===== config.mk =====
export PLATFORM = sky130hd
export DESIGN_NAME = scope_control
export DESIGN_NICKNAME = d
export VERILOG_FILES = /design/src/design/scope_pkg.sv /design/src/design/scope_control.sv
export SDC_FILE = /design/constraint.sdc
export NUM_CORES = 1
export LEC_CHECK = 0
export BUFFER_PORTS_ARGS = -buffer_cell sky130_fd_sc_hd__clkbuf_2
export CORE_ASPECT_RATIO = 0.9
export CORE_MARGIN = 2
export CORE_UTILIZATION = 55
export DETAILED_ROUTE_END_ITERATION = 10
export PLACE_DENSITY = 0.8
export SYNTH_ARGS = -nofsm -noshare
export SYNTH_HDL_FRONTEND = slang
export SYNTH_SLANG_ARGS = --single-unit

===== constraint.sdc =====
create_clock -name clk -period 3.7 [get_ports clk]
set_input_delay 0.74 -clock clk [delete_from_list [all_inputs] [get_ports clk]]
set_output_delay 0.74 -clock clk [all_outputs]
set_load 0.01 [all_outputs]

===== src/design/scope_pkg.sv =====
/*
 * shared widths of samples, traces, raster and buffer address
 * sample, position, trace entry and color structs
 * fixed band colors, band lifts and grid spacing
 */
package scope_pkg;

	// converter sample and stored trace value (top bits of a sample)
	localparam int SAMPLE_W = 12;
	localparam int TRACE_W  = 8;
	// raster counters and trace buffer address, 512 columns deep
	localparam int POS_W    = 10;
	localparam int ADDR_W   = 9;
	// a0, a1, b0, b1 in that order everywhere, index 0 is a0
	localparam int CHANNELS = 4;

	typedef struct packed {
		logic [SAMPLE_W-1:0] a0;
		logic [SAMPLE_W-1:0] a1;
		logic [SAMPLE_W-1:0] b0;
		logic [SAMPLE_W-1:0] b1;
	} sample_set_t;

	typedef struct packed {
		logic [POS_W-1:0] x;
		logic [POS_W-1:0] y;
	} screen_pos_t;

	// one buffer column: max of a0..b1, min of a0..b1, second mark
	typedef struct packed {
		logic [0:CHANNELS-1][TRACE_W-1:0] max_val;
		logic [0:CHANNELS-1][TRACE_W-1:0] min_val;
		logic                             mark;
	} trace_entry_t;

	typedef struct packed {
		logic [7:0] red;
		logic [7:0] green;
		logic [7:0] blue;
	} rgb_t;

	localparam rgb_t COLOR_A0    = 24'hffffff;
	localparam rgb_t COLOR_A1    = 24'hff0000;
	localparam rgb_t COLOR_B0    = 24'h00ff00;
	localparam rgb_t COLOR_B1    = 24'h0000ff;
	localparam rgb_t COLOR_BLACK = 24'h000000;

	// band offsets in rows, full scale mode
	localparam int LIFT_A0 = 48;
	localparam int LIFT_A1 = 16;
	localparam int LIFT_B0 = -16;
	localparam int LIFT_B1 = -48;

	// horizontal grid line every 32 rows, half a pitch down
	localparam int GRID_PITCH = 32;
	localparam int GRID_PHASE = 16;

endpackage


===== src/design/scope_control.sv =====
/*
 * vsync edge detect, group and second counters
 * write pointer with halt gating
 * raster counters and the scrolled read address
 */
`timescale 1ns/1ps

module scope_control #(
	parameter int H_START    = 450,
	parameter int H_END      = 750,
	parameter int N_FRAMES   = 3,
	parameter int SEC_FRAMES = 60
) (
	input  logic                         clk,
	input  logic                         reset,
	input  logic                         blank,
	input  logic                         vsync,
	input  logic                         ad_strobe,
	input  logic                         halt,
	output logic                         frame_start,
	output logic                         sample_en,
	output logic                         sec_mark,
	output logic                         wr_en,
	output logic [scope_pkg::ADDR_W-1:0] wr_addr,
	output logic [scope_pkg::ADDR_W-1:0] rd_addr,
	output scope_pkg::screen_pos_t       pos
);

	typedef logic [scope_pkg::ADDR_W-1:0] addr_t;

	localparam int GRP_W = (N_FRAMES > 1) ? $clog2(N_FRAMES) : 1;
	localparam int SEC_W = (SEC_FRAMES > 1) ? $clog2(SEC_FRAMES) : 1;
	localparam logic [GRP_W-1:0] GRP_LAST = GRP_W'(N_FRAMES - 1);
	localparam logic [SEC_W-1:0] SEC_LAST = SEC_W'(SEC_FRAMES - 1);
	// window width in columns, and its left edge on the raster
	localparam addr_t SPAN   = addr_t'(H_END - H_START);
	localparam addr_t ORIGIN = addr_t'(H_START);

	logic             vsync_d1;
	logic             blank_d1;
	logic             vs_rise;
	logic             vs_fall;
	logic             grp_zero;
	logic [GRP_W-1:0] grp_cnt;
	logic [SEC_W-1:0] sec_cnt;

	assign vs_rise  = vsync & ~vsync_d1;
	assign vs_fall  = ~vsync & vsync_d1;
	assign grp_zero = (grp_cnt == '0);
	// a second tick falls inside any group that sees count zero
	assign sec_mark = (sec_cnt == '0);
	// the sample on the restart cycle seeds the new group instead
	assign sample_en = ad_strobe & ~frame_start;

	//////////////////////////////////////////////////
	// group capture and column write
	//////////////////////////////////////////////////

	always_ff @(posedge clk) begin
		if (reset) begin
			vsync_d1    <= 1'b0;
			grp_cnt     <= '0;
			sec_cnt     <= '0;
			frame_start <= 1'b0;
			wr_en       <= 1'b0;
			wr_addr     <= SPAN;
		end else begin
			vsync_d1    <= vsync;
			// group closes on vsync rise, lands in the buffer on the fall
			frame_start <= vs_rise & grp_zero;
			wr_en       <= vs_fall & grp_zero & ~halt;
			// pointer steps with the write strobe, so the write hits the new column
			if (vs_fall & grp_zero & ~halt) begin
				wr_addr <= wr_addr + 1'b1;
			end
			if (vs_fall) begin
				grp_cnt <= (grp_cnt == GRP_LAST) ? '0 : grp_cnt + 1'b1;
				sec_cnt <= (sec_cnt == SEC_LAST) ? '0 : sec_cnt + 1'b1;
			end
		end
	end

	//////////////////////////////////////////////////
	// raster position and read address
	//////////////////////////////////////////////////

	always_ff @(posedge clk) begin
		if (reset) begin
			blank_d1 <= 1'b0;
			pos      <= '0;
			rd_addr  <= '0;
		end else begin
			blank_d1 <= blank;
			pos.x    <= blank ? '0 : pos.x + 1'b1;
			// next line starts counting at the rising edge of blank
			if (vsync) begin
				pos.y <= '0;
			end else if (blank & ~blank_d1) begin
				pos.y <= pos.y + 1'b1;
			end
			// x at H_END reads the newest column, wraps mod 512
			rd_addr <= wr_addr - SPAN + pos.x[scope_pkg::ADDR_W-1:0] - ORIGIN;
		end
	end

endmodule


After elaboration in Yosys (flattened, before gate mapping)

Index checks and enable logic that the tools add are counted.

Register bits after elaboration: 50
Input bits: 6
Logic and storage cells: 38

$add $sub $neg: 8
Equality and inequality tests: 2
Muxes and demuxes: 2
Bitwise operators: 12
Reductions and logical operators: 4

Operators with widths:

| kind                                                            | count |
|---|---|
| 10-bit by 1-bit adder with 10-bit output, second input constant | 2 |
| 9-bit subtractor, second input constant                         | 2 |
| 9-bit by 1-bit adder with 9-bit output, second input constant   | 1 |
| 9-bit adder                                                     | 1 |
| 1-bit AND                                                       | 7 |
| 6-bit by 1-bit adder with 6-bit output, second input constant   | 1 |
| 6-bit == test, second input constant                            | 1 |
| 6-bit logical NOT                                               | 1 |
| 6-bit two-way mux                                               | 1 |
| 1-bit inverter                                                  | 5 |
| 2-bit OR reduction                                              | 2 |
| 2-bit by 1-bit adder with 2-bit output, second input constant   | 1 |
| 2-bit == test, second input constant                            | 1 |
| 2-bit logical NOT                                               | 1 |
| 2-bit two-way mux                                               | 1 |

Depth between registers and ports, before layout

Gate-level depths: netlist of the first run.

Word-level depth: 4
Gate-level depth with buffers: 10
Depth with buffers taken out: 10

Worst setup path before layout of the first run

OpenSTA, ideal clock, no wires.

Kind: register -> register
Start: register wr_addr[1] (netlist bit)
End: register rd_addr[7] (netlist bit)
Library setup time: 0.062 ns
Arrival time: 2.028 ns
Required time: 3.638 ns
Setup slack: 1.611 ns
Stages on the path, launching flop included: 11
Clock period less this slack: 2.089 ns
Path through: dfxtp_1 > inv_1 > ha_1 > inv_1 > ha_1 > inv_1 > fa_1 > nor2b_1 > o31a_1 > or4_1 > nand3_1

Word-level cells in the longest chain between the ends: 3

RTL lines:

| element                | RTL line             | RTL |
|---|---|---|
| start, declared        | scope_control.sv:24  | `output logic [scope_pkg::ADDR_W-1:0] wr_addr,` |
| start signal, assigned | scope_control.sv:74  | `wr_addr <= wr_addr + 1'b1;` |
| 9-bit subtractor       | scope_control.sv:102 | `rd_addr <= wr_addr - SPAN + pos.x[scope_pkg::ADDR_W-1:0] - ORIGIN;` |
| 9-bit adder            | scope_control.sv:102 |  |
| 9-bit subtractor       | scope_control.sv:102 |  |
| end signal, assigned   | scope_control.sv:102 |  |
| end, declared          | scope_control.sv:25  | `output logic [scope_pkg::ADDR_W-1:0] rd_addr,` |

Every way passes these cells.
A chain may end at the register's enable or synchronous reset.

Worst setup path after layout of the first run

Same ends and word-level chain as after synthesis.

==> out/qor.csv, run 1 <==
stage,metric,value,unit
worst_setup_path,"most used cell, CP",inv_1,
timing,fmax,0.448,GHz
routing,"antenna viol nets, final",0,
placement,Final GP Congestion,0.799,
clocking,clk slew on worst S/H paths,0.08,ns
cells_and_area,n_diodes,0,
floorplanning,# IOs,48,
min_path,Hold WC Path Type,reg -> reg,
yosys,Mean Syn Cell Area,9.23,um^2
worst_setup_path,Crit path required time,3.94,ns
run_status,status,"finished, final reports clean",
cells_and_area,fillers,403,
grt,largest net degree at the start of global routing,30,
clocking,TritonCTS Buffers,5,
yosys,"Cell Area, Synth",2460,um^2
grt,Overflow after GRT,0,
yosys,#FFs+latches synth,50,
floorplanning,Die Wd,74.4,um
worst_setup_path,Top delay family on crit path,adder cells,
timing,total negative slack,0,ns
clocking,Max Root-Sink Buffers,2,
yosys,register area share after synthesis,40.8,%
worst_setup_path,flop2flop setup slack,1.47,ns
timing,final period utilization,60.4,%
timing,Pins Over Slew Limit,0,
worst_setup_path,worst setup path start,wr_addr[1]$_SDFFE_PP0P_,
grt,first-pass GRT wire length,7520,um
worst_setup_path,R2R cell count,10,
routing,wire per inst,12.4,um
clocking,setup bufs post-CTS,0,
timing,Final min period,2.23,ns
routing,final wirelength,4640,um
floorplanning,row cnt,23,
timing,clk_skew,0.00581,ns
worst_setup_path,CP Buf/Inv Count,3,
timing,Worst Max-Slew Pin Slew,0.567,ns
yosys,"Top FF cell, synth",dfxtp_1,
worst_setup_path,crit path to,rd_addr[7]$_SDFF_PP0_,
yosys,yosys warns,0,
worst_setup_path,crit path DAT,2.47,ns
yosys,most frequent cell after synthesis,dfxtp_1,
floorplanning,core area,4370,um^2
timing,unrepaired setup endpoints after global routing,false,
worst_setup_path,slowest CP cell,or4_1,
yosys,top-area cell type share of the netlist area,40.8,%
grt,initial antenna violation count,0,
floorplanning,Die H,67.4,um
grt,GR Util All Layers,19.5,%
placement,DP HPWL,3440,um
worst_setup_path,Setup Crit Path Kind,reg -> reg,
placement,port buffer count,47,
clocking,TritonCTS Sinks,50,
worst_setup_path,CP Launch Type,flop,
routing,DR vias/cell,5.19,
power,maximum VDD drop,0.252,mV
worst_setup_path,Worst setup EP type,flop,
worst_setup_path,Worst path depth,10,
cells_and_area,final design utilization,64.4,%
routing,1st-pass router iterations,4,
routing,drt drc,0,
clocking,CTS Root Cell,clkbuf_8,
worst_setup_path,Worst R2R End,rd_addr[7]$_SDFF_PP0_,
clocking,"Clk Latency, worst-skew pair",0.30,ns
cells_and_area,share of post-route cells with drive strength above 1,19.6,%
run,Max Cap Viol,0,
power,Power Dens Cells,326,nW/um^2
yosys,"EDFF count, synth",0,
timing,Slew headroom,62.2,%
timing,Final Hold Viols,0,
routing,vias,1941,
grt,vias in the first global route,1696,
clocking,PostCTS Resize Cnt,0,
floorplanning,die area,5020,um^2
yosys,Synth area leaders,"dfxtp_1 (41%), ha_1 (10%), xnor2_1 (5.7%)",
worst_setup_path,worst-path cell chain,inv_1 > ha_1 > inv_1 > ha_1 > inv_1 > fa_1 > nor2b_1 > o31a_1 > or4_1 > nand3_1,
power,Leakage,0.00119,uW
yosys,"Net Count, Synth",293,
yosys,Post-synth top cells,"dfxtp_1 (50), nor2_1 (33), ha_1 (20), nand2_1 (18), xnor2_1 (16)",
yosys,cells after synthesis,266,
worst_setup_path,Worst path max stage delay,0.48,ns
clocking,CTS tree,yes,
yosys,post-synth top area cell,dfxtp_1,
cells_and_area,Synth-to-Final Area Change,14.7,%
clocking,H-tree depth,2,
routing,Iter 0 DRT Violations,112,
floorplanning,initial core utilization,56.1,%
cells_and_area,nets@finish,340,
worst_setup_path,Worst R2R Start,wr_addr[1]$_SDFFE_PP0P_,
timing,final setup fails,0,
worst_setup_path,top fanout value on the critical path,5,
yosys,ys async rst share,0,%
clocking,CTS Hold Bufs,0,
yosys,Cell variety after synth,47,
flip-flops by register name, summed over array words and instances, names as in the netlist, 2 cells and up:
signal,flops
pos,20
rd_addr,9
wr_addr,9
sec_cnt,6
grp_cnt,2
through the flow:
stage | instance area [um^2] | cells | total power, uW | setup WS [ns] | hold WS (ns)
4_1_cts | 2820 | 374 | 930 | 1.49 | 0.492
2_1_floorplan | 2460 | 266 | 606 | 1.61 | 0.437
3_3_place_gp | 2740 | 368 | 625 | 1.57 | 0.465
5_1_grt | 2820 | 374 | 958 | 1.29 | 0.501
6_report | 2820 | 374 | 917 | 1.47 | 0.488
3_5_place_dp | 2740 | 368 | 626 | 1.52 | 0.471
report_power, final:
group / switching (uW) / internal (uW) / leakage, uW / total (uW)
sequential: 7.36 / 548 / 0.000406 / 556
combinational: 34.5 / 23.0 / 0.000738 / 57.4
clock: 160 / 144 / 0.0000431 / 304
worst min-delay path by stage:
stage	start	end	slack (ns)	cells past startpoint
5_1_grt	pos[9]$_SDFFE_PP0P_	pos[9]$_SDFFE_PP0P_	0.50	2
6_report	pos[9]$_SDFFE_PP0P_	pos[9]$_SDFFE_PP0P_	0.49	2
3_3_place_gp	pos[9]$_SDFFE_PP0P_	pos[9]$_SDFFE_PP0P_	0.47	2
3_5_place_dp	grp_cnt[1]$_SDFFE_PP0P_	frame_start$_SDFF_PP0_	0.47	1
2_1_floorplan	grp_cnt[1]$_SDFFE_PP0P_	frame_start$_SDFF_PP0_	0.44	1
4_1_cts	pos[9]$_SDFFE_PP0P_	pos[9]$_SDFFE_PP0P_	0.49	2
worst reg2reg max path: cells and delay by family (launching register included):
kind | cells | cell delay (ns)
AO/OA/AOI/OAI | 1 | 0.28
adder cells (fa/ha/maj) | 3 | 0.67
buffers and inverters | 3 | 0.18
flip-flops | 1 | 0.41
AND/OR/NAND/NOR | 3 | 0.64
placed cells by master (no fill, tap or decap), types with 2 or more instances in the layout:
master	n
dfxtp_1	50
clkbuf_2	47
nor2_1	33
ha_1	20
nand2_1	18
xnor2_1	16
inv_1	15
xor2_1	12
a21oi_1	10
nor2b_1	9
o21ai_0	9
nand3_1	8
clkbuf_8	6
nor3_1	5
nand4_1	5
a211oi_1	4
and3_1	3
nand2b_1	3
nand3b_1	3
a21o_1	2
or2_2	2
and4_1	2
nand4b_1	2
nor4_2	2
o31a_1	2
nor3b_1	2
nor4b_1	2
or3_1	2
per-layer routing:
metal / up-vias / GRT usage (%) / share of wire, %
li1: 1005 / - / -
met1: 880 / 27.4 / 49
met3: 8 / 5.07 / 5.0
met5: - / 0 / 0
met4: 0 / 6.70 / 1.3
met2: 48 / 29.1 / 45
area by class of cell:
| type | instances | area (um^2) | area share [%] |
|---|---|---|---|
| clock buffer | 6 | 82.6 | 2.93 |
| inverter | 15 | 56.3 | 2.00 |
| multi-input combinational | 194 | 1370 | 48.4 |
| sequential | 50 | 1000 | 35.5 |
| tap | 62 | 77.6 | 2.75 |
| timing repair buffer | 47 | 235 | 8.35 |
logic make-up after synthesis:
logic type	synth area share (%)
AOI/OAI and AO/OA	8.41
xor gates and xnor gates	9.98
adders and majority gates	11.0
buffers and inverters	3.67
DFF	40.8
muxes	0.408
and+or+nand+nor	25.8
(Power assumes the default switching activity.)
==> inputs of run 2 (changes only) <==
- CORE_UTILIZATION: 55 -> 49
- PLACE_DENSITY: 0.8 -> 0.75
- clock period: 3.7 -> 1.81 ns (I/O delays scaled with it)
==> out/qor.csv, run 2 (synthesis results as in run 1) <==
stage,metric,value,unit,change
clocking,clk slew on worst S/H paths,0.10,ns,+0.02 ns
timing,total negative slack,-0.293,ns,-0.293 ns
timing,fmax,0.505,GHz,+13%
floorplanning,Die H,71.2,um,+5.6%
run_status,failing checks,setup timing,,
placement,port buffer count,47,,unchanged
cells_and_area,Synth-to-Final Area Change,29.9,%,
grt,GR Util All Layers,20.7,%,+1.2 points
placement,Placed Instances,399,,+8.4%
clocking,CTS Root Cell,clkbuf_8,,
timing,Pins Over Slew Limit,0,,unchanged
cells_and_area,"non-filler cells, final",409,,+9.4%
floorplanning,# IOs,48,,unchanged
routing,DR vias/cell,5.14,,-1.0%
timing,clk_skew,0.00938,ns,+0.00357 ns
routing,vias,2101,,+8.2%
placement,DP HPWL,3990,um,+16%
run_status,status,"complete, but fails checks",,
min_path,HP Start,blank,,
timing,Worst Max-Slew Pin Slew,0.346,ns,-0.221 ns
run,Max Cap Viol,0,,unchanged
clocking,TritonCTS Buffers,5,,unchanged
worst_setup_path,top fanout value on the critical path,2,,-3
power,maximum VDD drop,0.411,mV,+63%
floorplanning,initial core utilization,50.8,%,-5.3 points
worst_setup_path,CP Launch Type,flop,,
floorplanning,Die Wd,78.6,um,+5.6%
clocking,CTS Hold Bufs,0,,unchanged
min_path,Hold WC Path Type,in -> reg,,
cells_and_area,nets@finish,370,,+8.8%
min_path,Hold Path Sink,blank_d1$_SDFF_PP0_,,
floorplanning,core area,4830,um^2,+11%
power,total power,2110,uW,+130%
timing,Slew headroom,76.9,%,+15 points
worst_setup_path,slowest CP cell,or4_1,,
worst_setup_path,R2R cell count,10,,unchanged
timing,final setup fails,3,,+3
routing,drt drc,0,,unchanged
cells_and_area,"commonest non-fill, non-tap cell in the layout",clkbuf_2,,
clocking,H-tree depth,2,,unchanged
routing,wire per inst,13.3,um,+7.5%
placement,pre-CTS setup slack,-0.210,ns,-1.73 ns
timing,unrepaired setup endpoints after global routing,true,,
timing,final period utilization,109,%,+49 points
power,Power Dens Cells,663,nW/um^2,+100%
clocking,"Clk Latency, worst-skew pair",0.32,ns,+0.02 ns
power,Leakage,0.00138,uW,+16%
grt,vias in the first global route,1927,,+14%
routing,final wirelength,5460,um,+18%
grt,largest net degree at the start of global routing,18,,-40%
worst_setup_path,Crit path required time,2.08,ns,-1.86 ns
clocking,Max Root-Sink Buffers,2,,unchanged
worst_setup_path,Worst R2R Start,pos[11]$_SDFF_PP0_,,
min_path,Hold Path Depth,2,,unchanged
timing,Final Hold Viols,0,,unchanged
timing,Final min period,1.98,ns,-0.254 ns
routing,Iter 0 DRT Violations,148,,+32%
routing,1st-pass router iterations,4,,unchanged
cells_and_area,share of post-route cells with drive strength above 1,34.0,%,+14 points
worst_setup_path,Worst path max stage delay,0.40,ns,-0.08 ns
worst_setup_path,Worst R2R End,rd_addr[7]$_SDFF_PP0_,,
cells_and_area,n_diodes,0,,unchanged
clocking,TritonCTS Sinks,50,,unchanged
cells_and_area,most frequent cells in the layout,"clkbuf_2 (47), dfxtp_1 (44), nor2_1 (33)",,
grt,first-pass GRT wire length,9110,um,+21%
worst_setup_path,Worst setup EP type,flop,,
cells_and_area,max FFs per register,20,,unchanged
worst_setup_path,worst-path cell chain,inv_2 > ha_4 > inv_2 > ha_4 > inv_2 > fa_2 > nor2b_2 > o31a_1 > or4_1 > nand3_1,,
placement,Final GP Congestion,0.881,,+10%
worst_setup_path,crit path DAT,2.25,ns,-0.22 ns
clocking,CTS tree,yes,,
worst_setup_path,Setup Crit Path Kind,reg -> reg,,
timing,Worst Slack Setup Final,-0.171,ns,-1.64 ns
grt,initial antenna violation count,0,,unchanged
floorplanning,die area,5600,um^2,+12%
floorplanning,row cnt,24,,+4.3%
worst_setup_path,flop2flop setup slack,-0.17,ns,-1.64 ns
worst_setup_path,"most used cell, CP",inv_2,,
routing,"antenna viol nets, final",0,,unchanged
cells_and_area,Largest Register,pos,,
cells_and_area,Largest regs,"pos: 20 flops, rd_addr: 9 flops, wr_addr: 9 flops",,
grt,Overflow after GRT,0,,unchanged
-- run 2: changes by cell type in the layout (fill, tap and decap cells not counted), sizes merged --
cell,change
buf,+30
inv,+2
bufinv,+1
clkbuf,-1
-- run 2: area by class of cell --
type                            count  area, um^2
Fill cell                         384        1650
Tap cell                           65        81.3
Timing Repair Buffer               77         460
Inverter                           15        56.3
Clock buffer                        5        68.8
Sequential cell                    50        1010
Multi-Input combinational cell    194        1460
Clock inverter                      3        47.5
-- run 2: timing repair --
action | 4_1_cts | 5_1_grt
pin swaps | 10 | 3
buffers inserted | 0 | 2
gates resized for setup | 10 | 10
endpoints found under the setup margin | 4 | 4
-- run 2: worst max path at each step --
stage                                       start               endpoint  slack (ns)
after floorplan           wr_addr[1]$_SDFFE_PP0P_  rd_addr[7]$_SDFF_PP0_       -0.19
after global placement    wr_addr[1]$_SDFFE_PP0P_  rd_addr[7]$_SDFF_PP0_       -0.16
after detailed placement  wr_addr[2]$_SDFFE_PP1P_  rd_addr[8]$_SDFF_PP0_       -0.21
after CTS                      pos[11]$_SDFF_PP0_  rd_addr[7]$_SDFF_PP0_       -0.16
after global routing           pos[11]$_SDFF_PP0_  rd_addr[7]$_SDFF_PP0_       -0.24
final                          pos[11]$_SDFF_PP0_  rd_addr[7]$_SDFF_PP0_       -0.17
-- run 2: report_power, final --
group | leakage (uW) | internal (uW) | switching [uW]
sequential | 0.000409 | 1120 | 12.5
combinational | 0.000908 | 67.5 | 83.2
clock | 0.0000591 | 422 | 410
total | 0.00138 | 1610 | 505
-- run 2: critical path: cells and delay by family (launching register included) --
kind                       cells  cell delay [ns]
AOI/OAI and AO/OA              1             0.29
buffers and inverters          3             0.13
adders and majority gates      3             0.61
and+or+nand+nor                3             0.55
DFF                            1             0.35
-- run 2: stage by stage --
stage / utilization, % / area [um^2] / hold slack (ns)
3_3_place_gp: 61.3 / 2960 / 0.465
2_1_floorplan: - / 2470 / 0.437
4_1_cts: 64.4 / 3110 / 0.327
3_5_place_dp: 61.3 / 2960 / 0.470
5_1_grt: 66.0 / 3190 / 0.330
6_report: 66.0 / 3190 / 0.332
-- run 2: metal layers --
metal	wire length [um]	GRT usage [%]	vias to the layer above
met5	0	0	-
met4	77	5.07	0
met3	190	5.36	9
met2	2610	33.1	42
met1	2590	28.0	977
li1	-	-	1073
==> inputs of run 3 (changes only) <==
- CORE_UTILIZATION: 49 -> 25
- PLACE_DENSITY: 0.75 -> unset
- SLEW_MARGIN: unset -> 0
==> out/qor.csv, run 3 (synthesis results as in run 1) <==
stage,metric,value,unit,change
floorplanning,die area,10600,um^2,+90%
worst_setup_path,R2R cell count,10,,unchanged
placement,DP HPWL,4270,um,+7.1%
clocking,clk slew on worst S/H paths,0.10,ns,about the same
clocking,H-tree depth,2,,unchanged
clocking,CTS Root Cell,clkbuf_8,,
timing,final setup fails,3,,unchanged
cells_and_area,max FFs per register,20,,unchanged
floorplanning,Die H,98.0,um,+38%
timing,final period utilization,109,%,about the same
grt,vias in the first global route,1910,,-0.88%
routing,DR vias/cell,4.35,,-15%
power,Seq pwr share,51.4,%,-2.2 points
floorplanning,# IOs,48,,unchanged
min_path,Hold Path Depth,2,,unchanged
clocking,CTS tree,yes,,
worst_setup_path,CP Launch Type,flop,,
power,cell internal pwr,1720,uW,+7.0%
cells_and_area,Largest Register,pos,,
routing,Iter 0 DRT Violations,55,,-63%
cells_and_area,FF/Latch Area,1010,um^2,-0.12%
cells_and_area,Largest regs,"pos: 20 flops, rd_addr: 9 flops, wr_addr: 9 flops",,
worst_setup_path,top fanout value on the critical path,2,,unchanged
routing,final wirelength,5600,um,+2.5%
power,total power,2200,uW,+4.2%
min_path,Hold WC Path Type,in -> reg,,
worst_setup_path,Crit path required time,2.06,ns,-0.02 ns
power,Sw Share,21.8,%,-2.1 points
power,maximum VDD drop,0.370,mV,-10%
placement,Post-DP Area,3060,um^2,+3.3%
routing,"antenna viol nets, final",0,,unchanged
power,Leakage,0.00139,uW,+1.3%
floorplanning,row cnt,34,,+42%
floorplanning,initial core utilization,25.5,%,-25 points
routing,wire per inst,11.9,um,-11%
clocking,TritonCTS Buffers,5,,unchanged
timing,Slew headroom,75.1,%,-1.8 points
worst_setup_path,Setup Crit Path Kind,reg -> reg,,
grt,GR Util All Layers,11.0,%,-9.7 points
cells_and_area,fillers,1015,,+160%
floorplanning,Die Wd,108,um,+38%
cells_and_area,"commonest non-fill, non-tap cell in the layout",clkbuf_2,,
timing,total negative slack,-0.251,ns,+0.0429 ns
cells_and_area,share of post-route cells with drive strength above 1,33.2,%,-0.77 points
cells_and_area,most frequent cells in the layout,"clkbuf_2 (47), dfxtp_1 (45), nor2_1 (33)",,
worst_setup_path,Worst setup EP type,flop,,
timing,WHS,0.330,ns,-0.00270 ns
clocking,TritonCTS Sinks,50,,unchanged
grt,largest net degree at the start of global routing,18,,unchanged
cells_and_area,n_diodes,0,,unchanged
routing,drt drc,0,,unchanged
routing,1st-pass router iterations,4,,unchanged
worst_setup_path,Worst R2R End,rd_addr[7]$_SDFF_PP0_,,
floorplanning,core area,9610,um^2,+99%
cells_and_area,final design utilization,34.2,%,-32 points
power,combinational power share,6.9,%,-0.2 points
power,clock power share,41.6,%,+2.3 points
timing,clk_skew,0.0144,ns,+0.00505 ns
run_status,failing checks,setup timing,,
timing,Worst Max-Slew Pin Slew,0.374,ns,+0.0274 ns
worst_setup_path,Worst R2R Start,wr_addr[1]$_SDFFE_PP0P_,,
timing,Final min period,1.98,ns,-0.00122 ns
clocking,Max Root-Sink Buffers,2,,unchanged
placement,port buffer count,47,,unchanged
power,P_sw,480,uW,-5.0%
run_status,status,"complete, but fails checks",,
timing,Worst Slack Setup Final,-0.169,ns,+0.00122 ns
clocking,"Clk Latency, worst-skew pair",0.31,ns,about the same
worst_setup_path,crit path DAT,2.23,ns,-0.02 ns
clocking,CTS Hold Bufs,0,,unchanged
cells_and_area,Synth-to-Final Area Change,33.9,%,
worst_setup_path,crit path to,rd_addr[7]$_SDFF_PP0_,,
power,Power Dens Cells,670,nW/um^2,+1.0%
run,Max Cap Viol,0,,unchanged
placement,Final GP Congestion,0.800,,-9.3%
timing,unrepaired setup endpoints after global routing,true,,
timing,Pins Over Slew Limit,0,,unchanged
cells_and_area,nets@finish,372,,+0.54%
timing,fmax,0.505,GHz,about the same
worst_setup_path,worst setup path start,wr_addr[1]$_SDFFE_PP0P_,,
cells_and_area,Final Cell Area,3290,um^2,+3.1%
timing,Final Hold Viols,0,,unchanged
routing,vias,2052,,-2.3%
worst_setup_path,flop2flop setup slack,-0.17,ns,about the same
grt,initial antenna violation count,0,,unchanged
grt,first-pass GRT wire length,9230,um,+1.3%
grt,Overflow after GRT,0,,unchanged
cells_and_area,area of the multi-input gates,1450,um^2,-0.85%
## run 3: cell type report
cell class	instances	area share, %
flip-flops and latches	50	30.7
repair buffers	79	14.5
multi-input cells	194	44.1
inverters	15	1.71
well taps	126	4.79
clock buffers	7	3.27
clock inverters	1	0.913
## run 3: power by group through the flow
| stage | combinational, uW | clock [uW] | sequential, uW |
|---|---|---|---|
| after floorplan | 71.9 | 0 | 1170 |
| after global placement | 140 | 0 | 1160 |
| after detailed placement | 142 | 0 | 1160 |
| after CTS | 154 | 943 | 1130 |
| after global routing | 171 | 984 | 1140 |
| final | 153 | 917 | 1130 |
## run 3: worst min path at each step
stage | start | endpoint | slack (ns)
floorplan | grp_cnt[1]$_SDFFE_PP0P_ | frame_start$_SDFF_PP0_ | 0.44
global placement | grp_cnt[1]$_SDFFE_PP0P_ | frame_start$_SDFF_PP0_ | 0.47
detailed placement | grp_cnt[1]$_SDFFE_PP0P_ | frame_start$_SDFF_PP0_ | 0.47
CTS | blank | blank_d1$_SDFF_PP0_ | 0.32
global route | blank | blank_d1$_SDFF_PP0_ | 0.32
finish | blank | blank_d1$_SDFF_PP0_ | 0.33
## run 3: routing by layer
metal  global-route usage (%)  part of all wire, %
met3                     2.60                  3.9
met1                     14.9                   49
met2                     17.0                   46
met4                     3.85                  1.4
met5                        0                    0
## run 3: critical path, stage by stage (launching register included)
cell     delay, ns
dfxtp_4       0.35
inv_2         0.04
ha_4          0.25
inv_2         0.03
ha_4          0.15
inv_2         0.05
fa_2          0.22
nor2b_2       0.05
o31a_1        0.30
or4_1         0.41
nand3_1       0.09
## run 3: per-stage QoR
step	std cells	setup WS [ns]
2_1_floorplan	266	-0.192
3_3_place_gp	463	-0.197
3_5_place_dp	463	-0.260
4_1_cts	472	-0.134
5_1_grt	472	-0.226
6_report	472	-0.169
## run 3: what timing repair did
item / CTS / global route
resized for setup: 15 / 2
setup buffers: 1 / 0
endpoints found under the setup margin: 4 / 3
pin swaps: 9 / 2
